$ cat src/demux_pkg.sv
package demux_pkg;

   // number of consumer channels behind the demultiplexer
   localparam int NUM_CH = 4;

   // width of one payload word
   localparam int DATA_W = 16;

   // the tag has to name every channel, and a single channel still gets one bit
   localparam int TAG_W = (NUM_CH > 1) ? $clog2(NUM_CH) : 1;

   // channel number as carried on the input stream and inside the store
   typedef logic [TAG_W-1:0] tag_t;

   // one payload word
   typedef logic [DATA_W-1:0] data_t;

   // a beat on the multiplexed input stream
   // the tag selects the channel that the data is delivered on
   typedef struct packed
   {
      tag_t  tag;
      data_t data;
   } in_beat_t;

endpackage

$ cat src/store_pkg.sv
package store_pkg;

   // read grant from the arbiter for the current cycle
   // only one channel is read from the shared RAM per cycle
   typedef struct packed
   {
      logic            valid;
      demux_pkg::tag_t tag;
   } rd_req_t;

   // read response one cycle after the grant
   // the tag travels with the read so the data can be steered
   // into the small FIFO of its channel
   typedef struct packed
   {
      logic             valid;
      demux_pkg::tag_t  tag;
      demux_pkg::data_t data;
   } rd_resp_t;

endpackage

$ cat src/out_fifo_bank.sv
`timescale 1ns/1ns

module out_fifo_bank
   #(parameter int BUFFERING = 3,
     localparam int BPTR_W = $clog2(BUFFERING),
     localparam int CNT_W = $clog2(BUFFERING + 1))
   (input  logic                                        clk_i,
    input  logic                                        arst_n_i,
    input  store_pkg::rd_resp_t                         rd_resp_i,
    output logic [demux_pkg::NUM_CH-1:0]                out_valid_o,
    output demux_pkg::data_t [demux_pkg::NUM_CH-1:0]    out_data_o,
    input  logic [demux_pkg::NUM_CH-1:0]                out_yumi_i);

   import demux_pkg::*;

   // one circular buffer of BUFFERING words per channel
   data_t                         buf_mem [NUM_CH][BUFFERING];
   logic [NUM_CH-1:0][BPTR_W-1:0] wptr_r;
   logic [NUM_CH-1:0][BPTR_W-1:0] rptr_r;
   logic [NUM_CH-1:0][CNT_W-1:0]  count_r;
   logic [NUM_CH-1:0]             push;

   function automatic logic [BPTR_W-1:0] bptr_next(input logic [BPTR_W-1:0] ptr);
      if (ptr == BPTR_W'(BUFFERING - 1))
         return '0;
      return ptr + 1'b1;
   endfunction

   // a response lands in the buffer named by its tag
   // credits in the arbiter make sure that buffer has a free slot
   always_comb
   begin
      for (int i = 0; i < NUM_CH; i++)
         push[i] = rd_resp_i.valid && (rd_resp_i.tag == tag_t'(i));
   end

   always_ff @(posedge clk_i)
   begin
      if (rd_resp_i.valid)
         buf_mem[rd_resp_i.tag][wptr_r[rd_resp_i.tag]] <= rd_resp_i.data;
   end

   // the head word is presented for as long as the buffer holds anything
   always_comb
   begin
      for (int i = 0; i < NUM_CH; i++)
      begin
         out_valid_o[i] = (count_r[i] != '0);
         out_data_o[i]  = buf_mem[i][rptr_r[i]];
      end
   end

   always_ff @(posedge clk_i or negedge arst_n_i)
   begin
      if (!arst_n_i)
      begin
         wptr_r  <= '0;
         rptr_r  <= '0;
         count_r <= '0;
      end
      else
      begin
         for (int i = 0; i < NUM_CH; i++)
         begin
            if (push[i])
               wptr_r[i] <= bptr_next(wptr_r[i]);
            // yumi is only raised by the consumer while valid is high
            if (out_yumi_i[i])
               rptr_r[i] <= bptr_next(rptr_r[i]);
            if (push[i] && !out_yumi_i[i])
               count_r[i] <= count_r[i] + 1'b1;
            else if (out_yumi_i[i] && !push[i])
               count_r[i] <= count_r[i] - 1'b1;
         end
      end
   end

endmodule

$ cat config.mk
export PLATFORM = sky130hd
export DESIGN_NAME = out_fifo_bank
export DESIGN_NICKNAME = d
export VERILOG_FILES = /design/src/demux_pkg.sv /design/src/store_pkg.sv /design/src/out_fifo_bank.sv
export SDC_FILE = /design/constraint.sdc
export NUM_CORES = 1
export LEC_CHECK = 0
export BUFFER_PORTS_ARGS = -buffer_cell sky130_fd_sc_hd__buf_4
export CAP_MARGIN = 20
export CORE_MARGIN = 3
export CORE_UTILIZATION = 50
export CTS_CLUSTER_DIAMETER = 60
export DETAILED_ROUTE_END_ITERATION = 8
export HOLD_SLACK_MARGIN = 0.12
export PLACE_DENSITY = 0.7
export SLEW_MARGIN = 20
export SYNTH_ARGS = -nofsm -noshare
export SYNTH_HDL_FRONTEND = slang
export SYNTH_SLANG_ARGS = --single-unit
export TNS_END_PERCENT = 1
$ cat constraint.sdc
create_clock -name clk_i -period 3.63 [get_ports clk_i]
set_clock_uncertainty 0.1 [all_clocks]
set_input_delay 0.5445 -clock clk_i [delete_from_list [all_inputs] [get_ports clk_i]]
set_output_delay 0.5445 -clock clk_i [all_outputs]
set_load 0.005 [all_outputs]
==> flow_summary_export.csv, run 1 <==
group,metric,value,unit
min_path,worstHoldPathType,"input port to flip-flop",
outcome,status,"finished, final reports clean",
worst_setup_path,reg2regPathDepth,3,
layout,nFillCells,1206,
layout,n_antenna_cell,0,
clock_tree,cts.reportedPaths.clkPinSlew,60,ps
timing,timing.final.crit_period,2788,ps
layout,fin_cells,849,
detailed_routing,wl_per_cell,17.84,um
global_route,grt_overflow,0,
clock_tree,ctsHoldBuffers,1,
worst_setup_path,r2r_setup_slack,1940,ps
timing,fin_crit_sh,0.7681,
synth,ys_ff_latch,216,
timing,rsz0062_at_grt,"no",
floorplanning,rows,46,
layout,mostFrequentLayoutCell,"edfxtp_1",
clock_tree,numCtsBuffers,22,
placed_design,portBuffers,92,
global_route,grt_use_total,0.1678,
global_route,antenna_found_initial,0,
detailed_routing,first_pass_iters,4,
timing,final.setup.tns,0,ps
power_and_ir_drop,p_per_area,725.4,nW/um2
placed_design,hpwl,10050,um
worst_setup_path,start_kind,"flip-flop",
timing,setup_slack,841.7,ps
clock_tree,clk_latency,480,ps
layout,final_util,0.6208,
timing,whs,223.7,ps
power_and_ir_drop,leakagePower,3.677,nW
detailed_routing,wl,15150,um
layout,layout_common_cells,"192 x edfxtp_1, 112 x buf_4, 64 x mux2i_1, 64 x nand2_1, 62 x o21ai_0",
worst_setup_path,cp.arrival,2140,ps
synth,synth_area,8245,um2
floorplanning,start_util,0.5153,
timing,hold_violations,0,
power_and_ir_drop,vdd_drop_max,0.0004364,V
timing,relSlewSlack,0.4441,
synth,synth_area_per_cell,16.33,um2
min_path,whs_endpoint,"rptr_r[1]$_DFFE_PN0P_",
global_route,use_met1,0.2413,
placed_design,place_inst,808,
placed_design,dp_slack,1171,ps
detailed_routing,drt_iter0_drc,236,
detailed_routing,drc,0,
clock_tree,numClockSinks,216,
clock_tree,cts-root-buf,"clkbuf_16",
synth,yosysWarnings,0,
synth,yosysSeqAreaShare,0.7721,
placed_design,gp_congestion,0.7671,
worst_setup_path,critPathKind,"flip-flop to output port",
synth,netlist_instances,505,
timing,finalMaxSlewViolations,0,
worst_setup_path,r2r-end,"rptr_r[7]$_DFFE_PN0P_",
floorplanning,pin_count,93,
floorplanning,dieHeight,134.4,um
floorplanning,die-area,18070,um2
layout,drive_gt1_frac,0.2591,
timing,fmax,358.6,MHz
floorplanning,die_w,134.4,um
job,cap_viol_max_count,0,
layout,syn2layout_area_growth,20.47,%
global_route,grt_start_max_net_pins,25,
worst_setup_path,cp_max_fo,19,
clock_tree,cts_max_level,1,
min_path,worstHoldStart,"out_yumi_i[0]",
detailed_routing,vias_per_cell,5.230,
detailed_routing,via_count,4440,
global_route,use_met2,0.2715,
synth,syn-num-nets,534,
detailed_routing,ant_nets,0,
clock_tree,postCtsSetupRepairBufs,0,
clock_tree,cts_tree,"yes",
layout,final_nets,646,
worst_setup_path,worst_setup_path_end_kind,"output port",
clock_tree,clockBufferDepth,3,
floorplanning,core,16000,um2
timing,setup_viol,0,
synth,yosysUniqueCellTypes,27,
min_path,hold_depth,2,
timing,worst_pin_slew,833.0,ps
global_route,grt_pass1_vias,4457,
clock_tree,cts_resized,0,
global_route,grt_first_pass_wirelength,23850,um
global_route,globalRouteMet3Util,0.02926,
global_route,top_usage_layer,"met2",
worst_setup_path,reg2reg_from,"rptr_r[6]$_DFFE_PN0P_",
worst_setup_path,cp_data_required_time,2990,ps
-- critical path, stage by stage, from the launching register on --
cell and delay, ps:
dfrtp_1 660, nor2b_1 440, buf_4 270, nand2_1 70, o21ai_0 80, buf_4 140
-- report_power, final --
group	switching (mW)	internal, mW
logic	0.977	1.05
registers	0.210	2.94
clock network	0.858	1.17
total	2.04	5.16
-- worst max-delay path by stage --
stage / from / endpoint / slack (ps) / cells past startpoint
2_1_floorplan: rd_resp_i[16] / buf_mem[0][0]$_DFFE_PP_ / 790 / 3
3_3_place_gp: rd_resp_i[16] / buf_mem[0][25]$_DFFE_PP_ / 1230 / 3
3_5_place_dp: rd_resp_i[16] / buf_mem[0][25]$_DFFE_PP_ / 1170 / 3
4_1_cts: rptr_r[6]$_DFFE_PN0P_ / out_data_o[56] / 790 / 5
5_1_grt: rptr_r[6]$_DFFE_PN0P_ / out_data_o[50] / 640 / 5
6_report: rptr_r[6]$_DFFE_PN0P_ / out_data_o[56] / 840 / 5
-- registers in the layout (all words and copies together), names as in the netlist --
signal	flops
buf_mem	192
count_r	8
rptr_r	8
wptr_r	8
-- metrics by stage --
step / total power, mW / area [um2]
finish: 7.205 / 9933
global route: 7.546 / 9933
CTS: 7.283 / 9933
detailed placement: 5.254 / 9270
global placement: 5.201 / 9270
floorplan: 4.242 / 8245
-- routing by layer --
| metal | share of wire | vias up |
|---|---|---|
| met3 | 0.074 | 26 |
| met4 | 0.017 | 0 |
| li1 | - | 2094 |
| met1 | 0.43 | 2177 |
| met5 | 0 | - |
| met2 | 0.48 | 143 |
-- cells by family after synthesis --
kind of cell | share of synthesized area
AND/OR/NAND/NOR | 0.05402
flip-flops | 0.7721
adder cells (fa/ha/maj) | 0.006070
XOR/XNOR | 0.01275
multiplexers | 0.08862
AO/OA/AOI/OAI | 0.04628
buffers and inverters | 0.02018
-- cell type report --
type	instances	area (um2)	share of cell area
clock buffer	30	611.8	0.06159
clock inverter	10	41.29	0.004157
inverter	8	30.03	0.003023
multi-input combinational	256	1763	0.1775
sequential	216	6366	0.6409
tap	216	270.3	0.02721
timing repair buffer	113	850.8	0.08565
-- synthesized netlist by cell type, drive strengths merged --
cell type | n | area share
clkbuf | 4 | 0.0018
mux2 | 8 | 0.011
nand2 | 64 | 0.029
nor3b | 8 | 0.0086
nor3 | 4 | 0.0030
mux2i | 64 | 0.078
nand3 | 1 | 0.00061
o21ai | 64 | 0.039
nor2 | 8 | 0.0036
edfxtp | 192 | 0.70
buf | 21 | 0.015
ha | 4 | 0.0061
inv | 8 | 0.0036
nor2b | 4 | 0.0030
or2 | 4 | 0.0030
xor2 | 8 | 0.0085
nand3b | 2 | 0.0018
xnor2 | 4 | 0.0042
dfrtp | 24 | 0.073
or3b | 1 | 0.0011
a21o | 8 | 0.0074
(Power assumes the default switching activity.)
==> inputs of run 2 (changes only) <==
--- a/config.mk
+++ b/config.mk
@@ -12,7 +12,7 @@
 export CTS_CLUSTER_DIAMETER = 60
 export DETAILED_ROUTE_END_ITERATION = 8
 export HOLD_SLACK_MARGIN = 0.12
-export PLACE_DENSITY = 0.7
+export PLACE_DENSITY = 0.73
 export SLEW_MARGIN = 20
 export SYNTH_ARGS = -nofsm -noshare
 export SYNTH_HDL_FRONTEND = slang
==> constraint.sdc (replaced) <==
create_clock -name clk_i -period 2.24 [get_ports clk_i]
set_clock_uncertainty 0.1 [all_clocks]
set_input_delay 0.336 -clock clk_i [delete_from_list [all_inputs] [get_ports clk_i]]
set_output_delay 0.336 -clock clk_i [all_outputs]
set_load 0.005 [all_outputs]
==> run 2 against run 1 <==
Against the previous run: clock-buffer cell count shrank 5; critical endpoint is now out_data_o[52]; largest cell class unchanged; worst setup slack worse by 780 ps; highest routed layer unchanged; critical path depth is 1 higher; combinational power rose by 82%; utilization is 2.4 points higher; die area is the same; cell count rose by 3.4%; via count up 3.2%.
==> flow_summary_export.csv, run 2 (same netlist as run 1, synthesis figures left out) <==
group,metric,value,unit
floorplanning,dieHeight,134.4,um
global_route,grt_use_total,0.1776,
placed_design,portBuffers,92,
timing,whs,179.8,ps
layout,multi_input_area,1794,um2
clock_tree,numCtsBuffers,22,
worst_setup_path,reg2regPathDepth,2,
layout,syn2layout_area_growth,25.11,%
worst_setup_path,cp_data_required_time,1800,ps
timing,rsz0062_at_grt,"yes",
worst_setup_path,worst_setup_path_end_kind,"output port",
global_route,antenna_found_initial,0,
floorplanning,pin_count,93,
detailed_routing,wl_per_cell,18.13,um
layout,ff_latch_area,6369,um2
worst_setup_path,crit_family,"buffers and inverters",
placed_design,gp_congestion,0.7703,
timing,finalMaxSlewViolations,0,
detailed_routing,first_pass_iters,5,
detailed_routing,drt_iter0_drc,357,
detailed_routing,wl,15920,um
worst_setup_path,critPathKind,"flip-flop to output port",
global_route,grt_first_pass_wirelength,25070,um
timing,setup_viol,0,
worst_setup_path,crit_cells,6,
detailed_routing,vias_per_cell,5.221,
power_and_ir_drop,leakagePower,3.846,nW
timing,setup_slack,64.30,ps
worst_setup_path,r2r_setup_slack,850,ps
clock_tree,clk_latency,500,ps
layout,layout_common_cells,"192 x edfxtp_1, 115 x buf_4, 64 x mux2i_1, 64 x nand2_1, 56 x o21ai_0",
timing,worst_pin_slew,340.0,ps
placed_design,dp_slack,326.0,ps
clock_tree,cts.reportedPaths.clkPinSlew,60,ps
worst_setup_path,cp_max_fo,6,
floorplanning,rows,46,
worst_setup_path,start_kind,"flip-flop",
clock_tree,clockBufferDepth,3,
power_and_ir_drop,p_per_area,1186,nW/um2
outcome,status,"finished, final reports clean",
job,cap_viol_max_count,0,
floorplanning,start_util,0.5153,
worst_setup_path,cp_cell_sequence,"buf_4 -> nor2b_4 -> buf_4 -> nand2_1 -> o21ai_0 -> buf_4",
layout,final_nets,675,
timing,fin_crit_sh,0.9713,
global_route,grt_pass1_vias,4743,
power_and_ir_drop,vdd_drop_max,0.0009813,V
worst_setup_path,path_common_cell,"buf_4",
timing,timing.final.crit_period,2176,ps
layout,fin_cells,878,
clock_tree,cts-root-buf,"clkbuf_16",
layout,final_util,0.6447,
layout,n_antenna_cell,0,
timing,fmax,459.6,MHz
worst_setup_path,cp.arrival,1740,ps
worst_setup_path,cp_slowest_cell,"dfrtp_1",
layout,mostFrequentLayoutCell,"edfxtp_1",
detailed_routing,via_count,4584,
power_and_ir_drop,power.total,12.24,mW
layout,nFillCells,1142,
worst_setup_path,cp_num_buf_inv,3,
placed_design,place_inst,814,
floorplanning,core,16000,um2
detailed_routing,drc,0,
timing,relSlewSlack,0.7726,
placed_design,hpwl,10440,um
floorplanning,die-area,18070,um2
layout,drive_gt1_frac,0.2855,
global_route,grt_overflow,0,
global_route,grt_start_max_net_pins,25,
detailed_routing,ant_nets,0,
clock_tree,cts_tree,"yes",
clock_tree,numClockSinks,216,
min_path,worstHoldPathType,"input port to async pin",
timing,hold_violations,0,
floorplanning,die_w,134.4,um
worst_setup_path,slowest_delay,400,ps
layout,largest_reg_flops,192,
clock_tree,cts_max_level,1,
## run 2: worst paths after layout
check / startpoint / endpoint
min: arst_n_i / count_r[7]$_DFFE_PN0P_
min in group clk_i: rd_resp_i[17] / wptr_r[2]$_DFFE_PN0P_
max reg2reg: wptr_r[4]$_DFFE_PN0P_ / buf_mem[2][43]$_DFFE_PP_
min reg2reg: count_r[1]$_DFFE_PN0P_ / count_r[1]$_DFFE_PN0P_
max in group asynchronous: arst_n_i / rptr_r[3]$_DFFE_PN0P_
max: rptr_r[7]$_DFFE_PN0P_ / out_data_o[52]
## run 2: per-layer routing
metal	vias up	share of wire	track usage
li1	2157	-	-
met1	2236	0.40	0.2349
met2	162	0.50	0.2997
met3	29	0.081	0.04464
met4	0	0.019	0.04186
met5	-	0	0
## run 2: what timing repair did
item / in CTS / in global routing
gates resized for setup: 6 / 16
hold buffers: 21 / 0
hold endpoints to repair: 224 / 0
buffers inserted: 2 / 0
cloned: 1 / 0
endpoints found under the setup margin: 13 / 37
## run 2: layout make-up
| cell class | count | area share |
|---|---|---|
| inverter | 8 | 0.002911 |
| timing repair buffer | 142 | 0.1109 |
| sequential | 216 | 0.6173 |
| clock inverter | 15 | 0.01225 |
| multi-input combinational | 256 | 0.1739 |
| clock buffer | 25 | 0.05652 |
| tap | 216 | 0.02620 |
## run 2: power breakdown
group	leakage (nW)	switching, mW	internal, mW
Sequential	2.03	0.255	4.76
Combinational	1.48	1.80	1.90
Clock	0.342	1.42	2.10
Total	3.85	3.48	8.76
## run 2: through the flow
step | area, um2 | setup TNS, ps
final | 10320 | 0
after global routing | 10320 | -208.4
after CTS | 10280 | 0
after detailed placement | 9328 | 0
after global placement | 9328 | 0
after floorplan | 8250 | -13870
==> inputs of run 3 (changes only) <==
--- a/config.mk
+++ b/config.mk
@@ -13,6 +13,7 @@
 export DETAILED_ROUTE_END_ITERATION = 8
 export HOLD_SLACK_MARGIN = 0.12
 export PLACE_DENSITY = 0.73
+export SKIP_CTS_REPAIR_TIMING = 1
 export SLEW_MARGIN = 20
 export SYNTH_ARGS = -nofsm -noshare
 export SYNTH_HDL_FRONTEND = slang
==> constraint.sdc (replaced) <==
create_clock -name clk_i -period 1.9 [get_ports clk_i]
set_clock_uncertainty 0.1 [all_clocks]
set_input_delay 0.285 -clock clk_i [delete_from_list [all_inputs] [get_ports clk_i]]
set_output_delay 0.285 -clock clk_i [all_outputs]
set_load 0.005 [all_outputs]
==> run 3 against run 2 <==
Against the previous run: the run now ends with setup timing left; clock-buffer cell count up 7; wire length up 5.0%; power grew 24%; cell area grew 3.8%; worst setup slack got worse by 190 ps; non-clock buffer count grew 5; critical path type unchanged; largest power group unchanged.
==> flow_summary_export.csv, run 3 (same netlist as run 1, synthesis figures left out) <==
group,metric,value,unit
outcome,status,"finished, violations left",
outcome,violations,"setup timing",
job,cap_viol_max_count,0,
power_and_ir_drop,power.total,15.15,mW
worst_setup_path,worst_setup_path_end_kind,"output port",
worst_setup_path,critPathKind,"flip-flop to output port",
clock_tree,cts_max_level,1,
worst_setup_path,r2r-end,"buf_mem[2][43]$_DFFE_PP_",
timing,setup_viol,57,
worst_setup_path,crit_family,"flip-flops",
clock_tree,numClockSinks,216,
floorplanning,rows,46,
detailed_routing,vias_per_cell,5.246,
timing,timing.final.crit_period,2021,ps
worst_setup_path,slowest_delay,460,ps
global_route,top_usage_layer,"met2",
floorplanning,die_w,134.4,um
worst_setup_path,cp_max_fo,9,
detailed_routing,drt_iter0_drc,227,
worst_setup_path,cp_slowest_cell,"dfrtp_2",
floorplanning,pin_count,93,
power_and_ir_drop,leakagePower,3.963,nW
min_path,worstHoldPathType,"input port to async pin",
global_route,grt_overflow,0,
floorplanning,die-area,18070,um2
clock_tree,cts.reportedPaths.clkPinSlew,60,ps
clock_tree,numCtsBuffers,22,
layout,largest_reg_flops,192,
layout,syn2layout_area_growth,29.91,%
placed_design,portBuffers,92,
clock_tree,cts_tree,"yes",
worst_setup_path,reg2reg_from,"wptr_r[4]$_DFFE_PN0P_",
global_route,use_met1,0.2368,
worst_setup_path,cp_data_required_time,1510,ps
global_route,grt_first_pass_wirelength,24640,um
worst_setup_path,start_kind,"flip-flop",
detailed_routing,drc,0,
layout,fin_cells,883,
worst_setup_path,cp_cell_sequence,"buf_12 -> mux2i_1 -> o21ai_2 -> buf_4",
layout,final_util,0.6695,
timing,fmax,494.9,MHz
worst_setup_path,cp_num_buf_inv,2,
timing,hold_violations,0,
floorplanning,start_util,0.5153,
layout,n_antenna_cell,0,
placed_design,place_inst,814,
detailed_routing,wl,16720,um
layout,final_nets,680,
detailed_routing,first_pass_iters,4,
global_route,grt_pass1_vias,4605,
timing,fin_crit_sh,1.064,
power_and_ir_drop,vdd_drop_max,0.001047,V
global_route,use_met2,0.2888,
timing,relSlewSlack,0.7631,
floorplanning,core,16000,um2
global_route,antenna_found_initial,0,
detailed_routing,wl_per_cell,18.93,um
power_and_ir_drop,p_per_area,1414,nW/um2
worst_setup_path,cp.arrival,1640,ps
floorplanning,dieHeight,134.4,um
timing,worst_pin_slew,354.3,ps
clock_tree,clk_latency,490,ps
layout,mostFrequentLayoutCell,"edfxtp_1",
clock_tree,cts-root-buf,"clkbuf_16",
timing,finalMaxSlewViolations,0,
placed_design,hpwl,10430,um
clock_tree,clockBufferDepth,3,
layout,layout_common_cells,"192 x edfxtp_1, 103 x buf_4, 53 x nand2_1",
detailed_routing,via_count,4632,
global_route,grt_start_max_net_pins,25,
layout,drive_gt1_frac,0.3658,
global_route,grt_use_total,0.1734,
timing,setup_slack,-120.7,ps
timing,rsz0062_at_grt,"yes",
worst_setup_path,r2r_setup_slack,570,ps
worst_setup_path,reg2regPathDepth,2,
detailed_routing,ant_nets,0,
global_route,globalRouteMet3Util,0.03376,
placed_design,dp_slack,89.12,ps
placed_design,gp_congestion,0.7831,
-- run 3: metal layers --
| layer | part of all wire | routed length (um) |
|---|---|---|
| met5 | 0 | 0 |
| met3 | 0.062 | 1031 |
| met4 | 0.019 | 313 |
| met1 | 0.41 | 6889 |
| met2 | 0.51 | 8482 |
-- run 3: area by class of cell --
class,instances,area (um2)
Clock buffer,32,649.4
Clock inverter,8,35.03
Fill cell,1070,5289
Inverter,8,30.03
Multi-Input combinational cell,256,1986
Sequential cell,216,6372
Tap cell,216,270.3
Timing Repair Buffer,147,1369
-- run 3: worst reg2reg max path: cells and delay by family (launching register included) --
kind,cells,cell delay (ps)
buffers and inverters,1,200
flip-flops,1,420
AND/OR/NAND/NOR,1,310
-- run 3: report_power, final --
| part | internal (mW) | total, mW | switching (mW) |
|---|---|---|---|
| logic | 2.72 | 5.18 | 2.46 |
| clock network | 2.36 | 4.02 | 1.66 |
| registers | 5.62 | 5.95 | 0.322 |
| total | 10.7 | 15.1 | 4.44 |
-- run 3: metrics by stage --
stage	hold slack (ps)	setup TNS [ps]	instance area [um2]
after floorplan	-110.6	-51900	8255
after global placement	108.2	0	9453
after detailed placement	112.7	0	9453
after CTS	-409.1	-9790	10140
after global routing	178.2	-6791	10710
final	140.3	-2778	10710
-- run 3: how the worst max path moves through the flow --
stage,startpoint,depth (start not counted),to,slack (ps)
2_1_floorplan,rd_resp_i[16],2,buf_mem[2][16]$_DFFE_PP_,-460
3_3_place_gp,rd_resp_i[16],4,buf_mem[0][7]$_DFFE_PP_,110
3_5_place_dp,rd_resp_i[16],4,buf_mem[0][10]$_DFFE_PP_,90
4_1_cts,rptr_r[6]$_DFFE_PN0P_,5,out_data_o[62],-280
5_1_grt,rptr_r[3]$_DFFE_PN0P_,4,out_data_o[30],-180
6_report,rptr_r[1]$_DFFE_PN0P_,4,out_data_o[6],-120
